File: config.mk
export PLATFORM = sky130hd
export DESIGN_NAME = load_queue
export DESIGN_NICKNAME = d
export VERILOG_FILES = /design/src/lq_pkg.sv /design/src/lq_alloc.sv /design/src/lq_bank.sv /design/src/lq_drain.sv /design/src/load_queue.sv
export SDC_FILE = /design/constraint.sdc
export NUM_CORES = 2
export LEC_CHECK = 0
export BUFFER_PORTS_ARGS = -buffer_cell sky130_fd_sc_hd__buf_2
export CAP_MARGIN = 15
export CORE_UTILIZATION = 44
export DETAILED_ROUTE_END_ITERATION = 10
export GPL_TIMING_DRIVEN = 1
export SLEW_MARGIN = 20
export SYNTH_ARGS = -nofsm -noshare
export SYNTH_HDL_FRONTEND = slang
export SYNTH_SLANG_ARGS = --single-unit
File: constraint.sdc
create_clock -name clk -period 32.8 [get_ports clk]
set_input_delay 3.28 -clock clk [delete_from_list [all_inputs] [get_ports clk]]
set_output_delay 3.28 -clock clk [all_outputs]
set_load 0.03 [all_outputs]
File: src/lq_pkg.sv
package lq_pkg;

    localparam int LQ_BANKS   = 2;
    localparam int LQ_DEPTH   = 16;
    localparam int LQ_IDX_W   = 4;
    localparam int BANK_SLOTS = 8;
    localparam int SLOT_W     = 3;
    localparam int PADDR_W    = 32;
    localparam int WORD_BYTES = 8;
    localparam int OFFSET_W   = 3;
    localparam int DATA_W     = 64;
    localparam int REG_W      = 6;
    localparam int CNT_W      = 2;

    typedef struct packed {
        logic                dir;
        logic [LQ_IDX_W-1:0] idx;
    } lq_idx_t;

    // distance from head, one bit wider so a full queue fits
    typedef logic [LQ_IDX_W:0] lq_age_t;

    typedef logic [BANK_SLOTS-1:0] slot_vec_t;
    typedef logic [LQ_BANKS-1:0][BANK_SLOTS-1:0] bank_slot_vec_t;

    typedef struct packed {
        logic                   en;
        logic [SLOT_W-1:0]      slot;
        logic [PADDR_W-1:OFFSET_W] addr;
        logic [WORD_BYTES-1:0]  mask;
        logic                   miss;
        logic [REG_W-1:0]       rd;
    } issue_t;

    typedef struct packed {
        logic              en;
        logic [SLOT_W-1:0] slot;
        logic [DATA_W-1:0] data;
    } refill_t;

    typedef struct packed {
        logic              en;
        logic [REG_W-1:0]  rd;
        logic [DATA_W-1:0] data;
        lq_idx_t           lq_idx;
    } wb_t;

    typedef struct packed {
        logic                      en;
        lq_idx_t                   lq_idx;
        logic [PADDR_W-1:OFFSET_W] addr;
        logic [WORD_BYTES-1:0]     mask;
    } store_chk_t;

    typedef struct packed {
        logic    en;
        lq_idx_t lq_idx;
    } vio_t;

    typedef struct packed {
        logic              en;
        logic [SLOT_W-1:0] slot;
        lq_age_t           age;
    } bank_vio_t;

    function automatic lq_age_t lq_age(lq_idx_t pos, lq_idx_t head);
        return lq_age_t'({pos.dir, pos.idx} - {head.dir, head.idx});
    endfunction

    // live entries sit at or after head, so the wrap bit follows from the index
    function automatic lq_idx_t lq_pos(logic [LQ_IDX_W-1:0] idx, lq_idx_t head);
        lq_idx_t p;
        p.idx = idx;
        p.dir = (idx >= head.idx) ? head.dir : ~head.dir;
        return p;
    endfunction

endpackage

File: src/lq_alloc.sv
`timescale 1ns/10ps

module lq_alloc import lq_pkg::*; (
    input  logic               clk,
    input  logic               rst,
    input  logic [CNT_W-1:0]   dis_num_i,
    input  logic [CNT_W-1:0]   commit_num_i,
    output lq_idx_t            head_o,
    output lq_idx_t            tail_o,
    output logic               full_o,
    output bank_slot_vec_t     dis_slot_en_o,
    output bank_slot_vec_t     commit_slot_en_o
);

    lq_idx_t head_q;
    lq_idx_t tail_q;
    lq_age_t used;

    function automatic lq_idx_t advance(lq_idx_t p, logic [CNT_W-1:0] num);
        return lq_idx_t'({p.dir, p.idx} + lq_age_t'(num));
    endfunction

    // mark num consecutive positions starting at base on their bank slots
    function automatic bank_slot_vec_t spread(lq_idx_t base, logic [CNT_W-1:0] num);
        bank_slot_vec_t vec;
        logic [LQ_IDX_W-1:0] pos;
        vec = '0;
        for (int k = 0; k < LQ_BANKS; k++) begin
            pos = base.idx + LQ_IDX_W'(k);
            if (k < int'(num)) begin
                vec[pos % LQ_BANKS][pos / LQ_BANKS] = 1'b1;
            end
        end
        return vec;
    endfunction

    assign used   = lq_age(tail_q, head_q);
    assign full_o = used > lq_age_t'(LQ_DEPTH - LQ_BANKS);

    assign head_o = head_q;
    assign tail_o = tail_q;

    assign dis_slot_en_o    = spread(tail_q, dis_num_i);
    assign commit_slot_en_o = spread(head_q, commit_num_i);

    always_ff @(posedge clk or negedge rst) begin
        if (!rst) begin
            head_q <= '0;
            tail_q <= '0;
        end else begin
            head_q <= advance(head_q, commit_num_i);
            tail_q <= advance(tail_q, dis_num_i);
        end
    end

    no_dis_when_full_a: assert property (
        @(posedge clk) disable iff (!rst)
        (dis_num_i != '0) |-> !full_o
    );

    // head must never overtake tail
    commit_in_range_a: assert property (
        @(posedge clk) disable iff (!rst)
        lq_age_t'(commit_num_i) <= used
    );

endmodule

File: src/lq_bank.sv
`timescale 1ns/10ps

module lq_bank import lq_pkg::*; #(
    parameter int bank_id = 0
) (
    input  logic       clk,
    input  logic       rst,
    input  slot_vec_t  dis_slot_en_i,
    input  slot_vec_t  commit_slot_en_i,
    input  lq_idx_t    head_i,
    input  lq_idx_t    tail_i,
    input  issue_t     issue_i,
    input  refill_t    refill_i,
    input  logic       wb_ready_i,
    input  store_chk_t st_i,
    output wb_t        wb_o,
    output bank_vio_t  vio_o
);

    slot_vec_t valid_q, issued_q, miss_q, refilled_q, written_q;
    slot_vec_t waiting, match;

    logic [PADDR_W-1:OFFSET_W] addr_mem [BANK_SLOTS];
    logic [WORD_BYTES-1:0]     mask_mem [BANK_SLOTS];
    logic [REG_W-1:0]          rd_mem   [BANK_SLOTS];
    logic [DATA_W-1:0]         data_mem [BANK_SLOTS];

    lq_idx_t slot_pos [BANK_SLOTS];
    lq_age_t slot_age [BANK_SLOTS];

    logic              wb_go;
    logic [SLOT_W-1:0] wb_sel;
    logic              wb_en_q;
    logic [REG_W-1:0]  wb_rd_q;
    logic [DATA_W-1:0] wb_data_q;
    lq_idx_t           wb_pos_q;

    lq_age_t           st_age_raw, st_age, tail_age;
    logic              hit_found;
    logic [SLOT_W-1:0] hit_slot;
    lq_age_t           hit_age;
    logic              vio_en_q;
    logic [SLOT_W-1:0] vio_slot_q;
    lq_age_t           vio_age_q;

    always_comb begin
        for (int s = 0; s < BANK_SLOTS; s++) begin
            slot_pos[s] = lq_pos(LQ_IDX_W'(s * LQ_BANKS + bank_id), head_i);
            slot_age[s] = lq_age(slot_pos[s], head_i);
        end
    end

    // missed, refilled, still to write back
    assign waiting = valid_q & issued_q & miss_q & refilled_q & ~written_q;
    assign wb_go   = wb_ready_i & (|waiting);

    always_comb begin
        wb_sel = '0;
        for (int s = BANK_SLOTS - 1; s >= 0; s--) begin
            if (waiting[s]) begin
                wb_sel = SLOT_W'(s);
            end
        end
    end

    // a store behind head means every live load is younger
    assign tail_age   = lq_age(tail_i, head_i);
    assign st_age_raw = lq_age(st_i.lq_idx, head_i);
    assign st_age     = (st_age_raw > tail_age) ? '0 : st_age_raw;

    always_comb begin
        for (int s = 0; s < BANK_SLOTS; s++) begin
            match[s] = st_i.en && valid_q[s] && issued_q[s]
                && slot_age[s] >= st_age && slot_age[s] < tail_age
                && addr_mem[s] == st_i.addr
                && |(mask_mem[s] & st_i.mask);
        end
    end

    // closest to the store wins
    always_comb begin
        hit_found = 1'b0;
        hit_slot  = '0;
        hit_age   = '0;
        for (int s = 0; s < BANK_SLOTS; s++) begin
            if (match[s] && (!hit_found || slot_age[s] < hit_age)) begin
                hit_found = 1'b1;
                hit_slot  = SLOT_W'(s);
                hit_age   = slot_age[s];
            end
        end
    end

    always_ff @(posedge clk or negedge rst) begin
        if (!rst) begin
            valid_q    <= '0;
            issued_q   <= '0;
            miss_q     <= '0;
            refilled_q <= '0;
            written_q  <= '0;
            wb_en_q    <= 1'b0;
            vio_en_q   <= 1'b0;
        end else begin
            valid_q    <= (valid_q | dis_slot_en_i) & ~commit_slot_en_i;
            issued_q   <= issued_q & ~dis_slot_en_i;
            refilled_q <= refilled_q & ~dis_slot_en_i;
            written_q  <= written_q & ~dis_slot_en_i;
            if (issue_i.en) begin
                issued_q[issue_i.slot] <= 1'b1;
                miss_q[issue_i.slot]   <= issue_i.miss;
            end
            if (refill_i.en) begin
                refilled_q[refill_i.slot] <= 1'b1;
            end
            if (wb_go) begin
                written_q[wb_sel] <= 1'b1;
            end
            wb_en_q  <= wb_go;
            vio_en_q <= hit_found;
        end
    end

    always_ff @(posedge clk) begin
        if (issue_i.en) begin
            addr_mem[issue_i.slot] <= issue_i.addr;
            mask_mem[issue_i.slot] <= issue_i.mask;
            rd_mem[issue_i.slot]   <= issue_i.rd;
        end
        if (refill_i.en) begin
            data_mem[refill_i.slot] <= refill_i.data;
        end
        if (wb_go) begin
            wb_rd_q   <= rd_mem[wb_sel];
            wb_data_q <= data_mem[wb_sel];
            wb_pos_q  <= slot_pos[wb_sel];
        end
        if (hit_found) begin
            vio_slot_q <= hit_slot;
            vio_age_q  <= hit_age;
        end
    end

    assign wb_o.en     = wb_en_q;
    assign wb_o.rd     = wb_rd_q;
    assign wb_o.data   = wb_data_q;
    assign wb_o.lq_idx = wb_pos_q;

    assign vio_o.en   = vio_en_q;
    assign vio_o.slot = vio_slot_q;
    assign vio_o.age  = vio_age_q;

    issue_valid_a: assert property (
        @(posedge clk) disable iff (!rst)
        issue_i.en |-> valid_q[issue_i.slot]
    );

    refill_miss_a: assert property (
        @(posedge clk) disable iff (!rst)
        refill_i.en |-> issued_q[refill_i.slot] && miss_q[refill_i.slot]
    );

endmodule

File: src/lq_drain.sv
`timescale 1ns/10ps

module lq_drain import lq_pkg::*; (
    input  logic                      clk,
    input  logic                      rst,
    input  lq_idx_t                   head_i,
    input  bank_vio_t [LQ_BANKS-1:0]  bank_vio_i,
    output vio_t                      vio_o
);

    logic                best_en;
    lq_age_t             best_age;
    logic [LQ_IDX_W-1:0] best_idx;
    logic                vio_en_q;
    lq_idx_t             vio_pos_q;

    // smallest age across banks, position is slot * banks + bank
    always_comb begin
        best_en  = 1'b0;
        best_age = '0;
        best_idx = '0;
        for (int b = 0; b < LQ_BANKS; b++) begin
            if (bank_vio_i[b].en && (!best_en || bank_vio_i[b].age < best_age)) begin
                best_en  = 1'b1;
                best_age = bank_vio_i[b].age;
                best_idx = LQ_IDX_W'(int'(bank_vio_i[b].slot) * LQ_BANKS + b);
            end
        end
    end

    always_ff @(posedge clk or negedge rst) begin
        if (!rst) begin
            vio_en_q <= 1'b0;
        end else begin
            vio_en_q <= best_en;
        end
    end

    always_ff @(posedge clk) begin
        if (best_en) begin
            vio_pos_q <= lq_pos(best_idx, head_i);
        end
    end

    assign vio_o.en     = vio_en_q;
    assign vio_o.lq_idx = vio_pos_q;

endmodule

File: src/load_queue.sv
`timescale 1ns/10ps

module load_queue import lq_pkg::*; (
    input  logic                      clk,
    input  logic                      rst,
    input  logic [CNT_W-1:0]          dis_num_i,
    input  logic [CNT_W-1:0]          commit_num_i,
    input  issue_t    [LQ_BANKS-1:0]  issue_i,
    input  refill_t   [LQ_BANKS-1:0]  refill_i,
    input  logic      [LQ_BANKS-1:0]  wb_ready_i,
    input  store_chk_t                st_i,
    output lq_idx_t                   lq_tail_o,
    output logic                      lq_full_o,
    output wb_t       [LQ_BANKS-1:0]  wb_o,
    output vio_t                      vio_o
);

    lq_idx_t                   head;
    lq_idx_t                   tail;
    bank_slot_vec_t            dis_slot_en;
    bank_slot_vec_t            commit_slot_en;
    bank_vio_t [LQ_BANKS-1:0]  bank_vio;

    assign lq_tail_o = tail;

    lq_alloc u_alloc (
        .clk              (clk),
        .rst              (rst),
        .dis_num_i        (dis_num_i),
        .commit_num_i     (commit_num_i),
        .head_o           (head),
        .tail_o           (tail),
        .full_o           (lq_full_o),
        .dis_slot_en_o    (dis_slot_en),
        .commit_slot_en_o (commit_slot_en)
    );

    for (genvar b = 0; b < LQ_BANKS; b++) begin : g_bank
        lq_bank #(
            .bank_id (b)
        ) u_bank (
            .clk              (clk),
            .rst              (rst),
            .dis_slot_en_i    (dis_slot_en[b]),
            .commit_slot_en_i (commit_slot_en[b]),
            .head_i           (head),
            .tail_i           (tail),
            .issue_i          (issue_i[b]),
            .refill_i         (refill_i[b]),
            .wb_ready_i       (wb_ready_i[b]),
            .st_i             (st_i),
            .wb_o             (wb_o[b]),
            .vio_o            (bank_vio[b])
        );
    end

    lq_drain u_drain (
        .clk        (clk),
        .rst        (rst),
        .head_i     (head),
        .bank_vio_i (bank_vio),
        .vio_o      (vio_o)
    );

endmodule

# --- Yosys cells after proc, flatten, opt, wreduce, memory -nomap -nowiden ---
# Memories as Yosys holds them, arrays and structs flattened. A register that Yosys moved wholly into a read port is not among the register bits.
# Index checks and enable logic that the tools add are counted.
classes:
  n_eq_ne: 16
  n_addsub: 23
  muxes: 137
  div_mod_pow: 0
  magnitude_cmp: 100
  shifts: 0
  n_reduce_logical: 177
  mul: 0
  n_bitwise: 53
op_table:
  columns: ["op", "n"]
  rows:
  - ["$eq A29 B29 Y1", 16]
  - ["$and A8 B8 Y8", 32]
  - ["$lt A5 B5 Y1", 31]
  - ["$reduce_or A8 Y1", 18]
  - ["$logic_and A1 B1 Y1", 125]
  - ["$mux W5", 22]
  - ["$sub A5 B5 Y5", 18]
  - ["$ge A5 B5 Y1", 16]
  - ["$mux W8", 10]
  - ["$mux W16", 4]
  - ["$or A8 B8 Y8", 8]
  - ["$mux W1", 57]
  - ["$mux W3", 16]
  - ["$not A8 Y8", 6]
  - ["$lt A3 B4 Y1 const B", 10]
  - ["$demux W8 S1", 4]
  - ["$ge A4 B4 Y1 const A", 8]
  - ["$or A16 B16 Y16", 2]
  - ["$bmux W5 S3", 2]
  - ["$demux W1 S3", 10]
  - ["$ge A3 B1 Y1 const B", 10]
  - ["$bwmux W8", 2]
  - ["$ge A3 B4 Y1 const A", 4]
  - ["$mux W2", 8]
  - ["other kinds (19)", 67]
totals:
  ramBits: 1712
  n_memories: 8
  mem_bits_ro: 0
  latchBits: 0
  output_inout_bits: 164
  reg_bits: 126
mem_list:
  columns: ["memory", "depth", "word_bits", "read_ports", "rd_ports_with_merged_regs", "write_ports", "line_no", "text"]
  rows:
  - ["g_bank[0].u_bank.data_mem", 8, 64, 1, 1, 1, "lq_bank.sv:26", "logic [DATA_W-1:0] data_mem [BANK_SLOTS];"]
  - ["g_bank[1].u_bank.data_mem", 8, 64, 1, 1, 1, "lq_bank.sv:26", null]
  - ["g_bank[0].u_bank.addr_mem", 8, 29, 8, 0, 1, "lq_bank.sv:23", "logic [PADDR_W-1:OFFSET_W] addr_mem [BANK_SLOTS];"]
  - ["g_bank[1].u_bank.addr_mem", 8, 29, 8, 0, 1, "lq_bank.sv:23", null]
  - ["g_bank[0].u_bank.mask_mem", 8, 8, 8, 0, 1, "lq_bank.sv:24", "logic [WORD_BYTES-1:0] mask_mem [BANK_SLOTS];"]
  - ["g_bank[1].u_bank.mask_mem", 8, 8, 8, 0, 1, "lq_bank.sv:24", null]
  - ["2 more memories", null, null, null, null, null, null, null]

# --- Longest topological paths before layout ---
depth:
  word_depth: 37
  ltp_mapped: 84
  ltp_nobuf: 81

# --- Cells and area by module ---
# From an unflattened synthesis, not the netlist that was laid out.
unflattened:
  cells_unflattened: 6043
  hier_area_um2: 82785.6
modules_own_cells:
  columns: ["mod", "area_per_inst_um2", "seq_area_each_um2", "instances", "cells_each"]
  rows:
  - ["lq_bank at g_bank[1].u_bank", 40636.5, 29218.0, 1, 2922]
  - ["lq_bank at g_bank[0].u_bank", 40262.4, 29218.0, 1, 2885]
  - ["lq_alloc", 1405.1, 250.2, 1, 189]
  - ["lq_drain", 481.7, 175.2, 1, 47]

# --- Worst setup path before layout ---
# No wires, ideal clock.
synth_timing:
  path_type: "input to register"
  from: "input st_i[37] in the netlist's numbering"
  to: "register g_bank[0].u_bank.vio_age_q[3] (data pin)"
  path_slack_ps: 16337
  stages: 81
  arrival_ps: 16296
  setup_ps: 167
  path_cell_list: "inv_1 -> ha_1 -> inv_1 -> fa_1 -> ha_1 -> nor2b_1 -> o21a_1 -> o21ai_0 -> maj3_4 -> o21a_1 -> nand2_1 -> ha_1 -> a21oi_1 -> inv_1 -> a21oi_1 -> o41ai_1 -> a211o_1 -> and2_1 -> [45 not listed] -> a31oi_1 -> ha_1 -> o21a_1 -> o21ai_0 -> nand2b_1 -> a21oi_1 -> o21ai_1 -> o221ai_1 -> nor2_1 -> a21oi_1 -> ha_1 -> o21a_1 -> o21ai_0 -> nand2b_1 -> a21oi_1 -> o21ai_2 -> and2_1 -> a211oi_1"
synth_between:
  elab_chain_cells: 37
  word_cells_on_any_way: 86
synth_lines:
  columns: ["item", "line_no", "text"]
  rows:
  - ["from (decl)", "load_queue.sv:11", "input store_chk_t st_i,"]
  - ["$sub A5 B5 Y5 *", "lq_pkg.sv:67", "return lq_age_t'({pos.dir, pos.idx} - {head.dir, head.idx});"]
  - ["$gt A5 B5 Y1", "lq_bank.sv:69", "assign st_age = (st_age_raw > tail_age) ? '0 : st_age_raw;"]
  - ["$mux W5 *", "lq_bank.sv:69", null]
  - ["$ge A5 B5 Y1", "lq_bank.sv:74", "&& slot_age[s] >= st_age && slot_age[s] < tail_age"]
  - ["$logic_and A1 B1 Y1 (2 in series)", "lq_bank.sv:74", null]
  - ["$logic_and A1 B1 Y1", "lq_bank.sv:75", "&& addr_mem[s] == st_i.addr"]
  - ["$logic_and A1 B1 Y1", "lq_bank.sv:76", "&& |(mask_mem[s] & st_i.mask);"]
  - ["$mux W5 or $mux W1 (tied branches)", "lq_bank.sv:86", "if (match[s] && (!hit_found || slot_age[s] < hit_age)) begin"]
  - ["[21 not listed]", null, null]
  - ["$logic_or A1 B1 Y1", "lq_bank.sv:86", null]
  - ["$logic_and A1 B1 Y1", "lq_bank.sv:86", null]
  - ["$mux W5 or $mux W1 (tied branches)", "lq_bank.sv:86", null]
  - ["$lt A5 B5 Y1 or $logic_not A1 Y1 (tied branches)", "lq_bank.sv:86", null]
  - ["$logic_or A1 B1 Y1", "lq_bank.sv:86", null]
  - ["$logic_and A1 B1 Y1", "lq_bank.sv:86", null]
  - ["$mux W5 *", "lq_bank.sv:86", null]
  - ["named net g_bank[0].u_bank.hit_age[3]", "lq_bank.sv:41", "lq_age_t hit_age;"]
  - ["to (signal assigned)", "lq_bank.sv:139", "vio_age_q <= hit_age;"]
  - ["to (decl)", "lq_bank.sv:44", "lq_age_t vio_age_q;"]
# Mark *: on every way through the listed nets, which the timed path passes. The rest lies on a longest branch.
# A chain may end at the register's enable or synchronous reset.

# --- Final worst setup path ---
# Same ends and word-level chain as after synthesis.

==> run summary <==
largest net degree at the start of global routing: 196
VDD IR max: 83.5 uV
Slew HR: 0.263
CP dominant cell by count: o21a_1
Hold-fix buffers, CTS: 0
EDFF count, synth: 1881
first-pass GRT wire length: 330000 um
Die Wd: 432 um
vias in the first global route: 48500
Netlist cell types: 94
Net Sw Frac: 0.364
crit-path max FO: 16
Die Span Y: 432 um
Synth Cell Area: 81200 um2
First-pass DRT Iterations: 7
Synth Area per Inst: 13.9 um2
Pwr Density: 86.9 nW/um2
clock root buffer: clkbuf_16
top post-synthesis cells by area: edfxtp_1 70%, nand2_1 5.6%, a21oi_1 3.8%
Tcrit/Tclk final: 0.547
Layout Skew: 0.0495 ns
Mapped Cells: 5822
Synth-to-Final Area Change: 14.6%
row cnt: 157
DP Wirelength: 133000 um
Combinational Power Share: 0.340
initial antenna violation count: 61
Net count, final: 6766
layout cells sized above 1: 0.145
Design Area, Final: 93100 um2
hold_ws: 0.468 ns
Final Critical Period: 17.95 ns
CTS tree: done
clock buffer depth: 3
Slowest-stage cell, CP: nand2b_1
Min-Delay Path Class: reg2reg
RSZ-0062 raised after global routing: false
leakage power: 0.0327 uW
initial core utilization: 0.443
DIE AREA: 186000 um2
# H-tree levels: 4
Critical Path RT: 33.47 ns
residual DRC count: 0
synthesized flop and latch total: 1976
dpl cell area: 86700 um2
Fmax: 55.7 MHz
crit end category: register
CTS resizes: 0
Post-synth top cells: 1881 x edfxtp_1, 1222 x nand2_1, 614 x a21oi_1
P_int: 5140 uW
clock sinks: 1976
DR vias: 49600
Final setup viols: 0
yosys warns: 0
leading area contributor after synthesis: edfxtp_1
Iter 0 DRT Violations: 4541
ANT nets after route: 0
P_sw: 2950 uW
RD Place Congestion: 0.880
Clock transition at path regs: 0.06 ns
Pins Over Slew Limit: 0
core area: 183000 um2
Critical Path Start Type: primary input
setup TNS: 0 ns
Total Routing Usage GR: 0.243
sequential fraction of the synthesis area: 0.725
Hold Fails Final Rpt: 0
top-area cell type share of the netlist area: 0.696
Clk Latency, worst-skew pair: 0.87 ns
worst slew pin tran: 1.10 ns
DR vias/cell: 5.54
# fillers: 15500
overflow left after global routing: 0
main flop type after synthesis: edfxtp_1
CP arrival: 18.62 ns
CTS buffer count: 201
final wirelength: 228000 um
WL per Instance: 25.4 um
asr flop ratio synth: 0.0481
Seq pwr share: 0.389
# Post-CTS Setup Buffers: 0
port bufs: 444
most frequent cell after synthesis: edfxtp_1
critical path type: in2reg
fin util: 0.508
I/O Pins: 447
Crit path largest cell delay: 0.60 ns
Max-Cap Viols: 0
proportion of power drawn by the clock network: 0.272
status: completed
==> routing by layer <==
| layer | vias up | GRT usage | part of all wire |
|---|---|---|---|
| met3 | 392 | 0.0516 | 0.074 |
| met4 | 56 | 0.0796 | 0.029 |
| met2 | 1726 | 0.394 | 0.48 |
| met5 | - | 0 | 0.0016 |
| met1 | 25000 | 0.325 | 0.41 |
| li1 | 22400 | - | - |
==> sequential cells by signal, indices dropped and copies added, names as in the netlist, 5 cells and up <==
signal / cells
g_bank.u_bank.data_mem: 1024
g_bank.u_bank.addr_mem: 464
g_bank.u_bank.mask_mem: 128
g_bank.u_bank.wb_data_q: 128
g_bank.u_bank.rd_mem: 96
g_bank.u_bank.issued_q: 16
g_bank.u_bank.miss_q: 16
g_bank.u_bank.refilled_q: 16
g_bank.u_bank.valid_q: 16
g_bank.u_bank.written_q: 16
g_bank.u_bank.wb_rd_q: 12
g_bank.u_bank.vio_age_q: 10
g_bank.u_bank.wb_o: 8
g_bank.u_bank.vio_slot_q: 6
u_alloc.head_o: 5
u_alloc.tail_o: 5
u_drain.vio_o: 5
==> layout make-up <==
type	count	area, um2	area share
well taps	2464	3080	0.0331
clock buffers	269	5380	0.0578
diodes	19	47.5	0.000511
clock inverters	100	932	0.0100
repair buffers	559	3130	0.0337
flip-flops and latches	1976	58900	0.632
multi-input cells	3492	21300	0.229
inverters	84	330	0.00355
==> final timing paths <==
kind                                               from                            end  slack [ns]  cells past startpoint
max                                            st_i[37]  g_bank[0].u_bank.vio_age_q[3]       14.85                     78
min                        g_bank[1].u_bank.issued_q[4]   g_bank[1].u_bank.issued_q[4]        0.47                      1
max reg2reg                           u_alloc.tail_o[0]  g_bank[0].u_bank.vio_age_q[3]       16.40                     78
min reg2reg                g_bank[1].u_bank.issued_q[4]   g_bank[1].u_bank.issued_q[4]        0.47                      1
max in group asynchronous                           rst     g_bank[0].u_bank.miss_q[5]       29.11                      2
min in group asynchronous                           rst               u_drain.vio_en_q        2.39                      1
==> cell usage in the layout (no fill, tap or decap), types with 72 or more instances in the layout <==
cell / synthesis / routed
inv_1: 79 / 78
ha_1: 165 / 165
nand4_1: 120 / 120
edfxtp_1: 1881 / 1881
xor2_1: 153 / 153
clkbuf_16: 0 / 203
a22oi_1: 72 / 72
buf_4: 7 / 113
buf_2: 15 / 443
or4_1: 141 / 141
a21oi_1: 614 / 614
nand2_1: 1222 / 1221
xnor2_1: 335 / 335
dfrtp_1: 95 / 95
==> power groups by stage <==
| stage | combinational, uW | sequential (uW) | clock (uW) |
|---|---|---|---|
| 6_report | 2750 | 3140 | 2200 |
| 3_5_place_dp | 2730 | 3200 | 0 |
| 4_1_cts | 2750 | 3150 | 2240 |
| 5_1_grt | 3040 | 3160 | 2330 |
| 3_3_place_gp | 2700 | 3190 | 0 |
| 2_1_floorplan | 1690 | 3340 | 0 |
==> kinds of logic (layout without fill, tap and decap cells) <==
kind of cell,count (synthesis),in the layout,synth area share
AO/OA/AOI/OAI,974,974,0.0717
XOR/XNOR,490,490,0.0532
adder cells (fa/ha/maj),180,180,0.0278
buffers and inverters,367,1012,0.0175
flip-flops,1976,1976,0.725
multiplexers,34,34,0.00465
other,2,34,0.0000925
AND/OR/NAND/NOR,1799,1799,0.100
==> metrics by stage <==
| step | setup WS, ns | instances | total power, uW |
|---|---|---|---|
| final | 14.85 | 8963 | 8090 |
| after global routing | 13.44 | 8959 | 8530 |
| after CTS | 15.03 | 8944 | 8130 |
| after detailed placement | 14.23 | 8575 | 5930 |
| after global placement | 14.29 | 8574 | 5890 |
| after floorplan | 16.34 | 5835 | 5020 |
==> worst max-delay path: cells and delay by family <==
kind	cells	cell delay [ns]
adders and majority gates	12	3.55
AOI/OAI and AO/OA	41	7.33
muxes	1	0.39
and+or+nand+nor	19	3.58
buffers and inverters	5	0.44
Power figures use the tool's default switching activity.
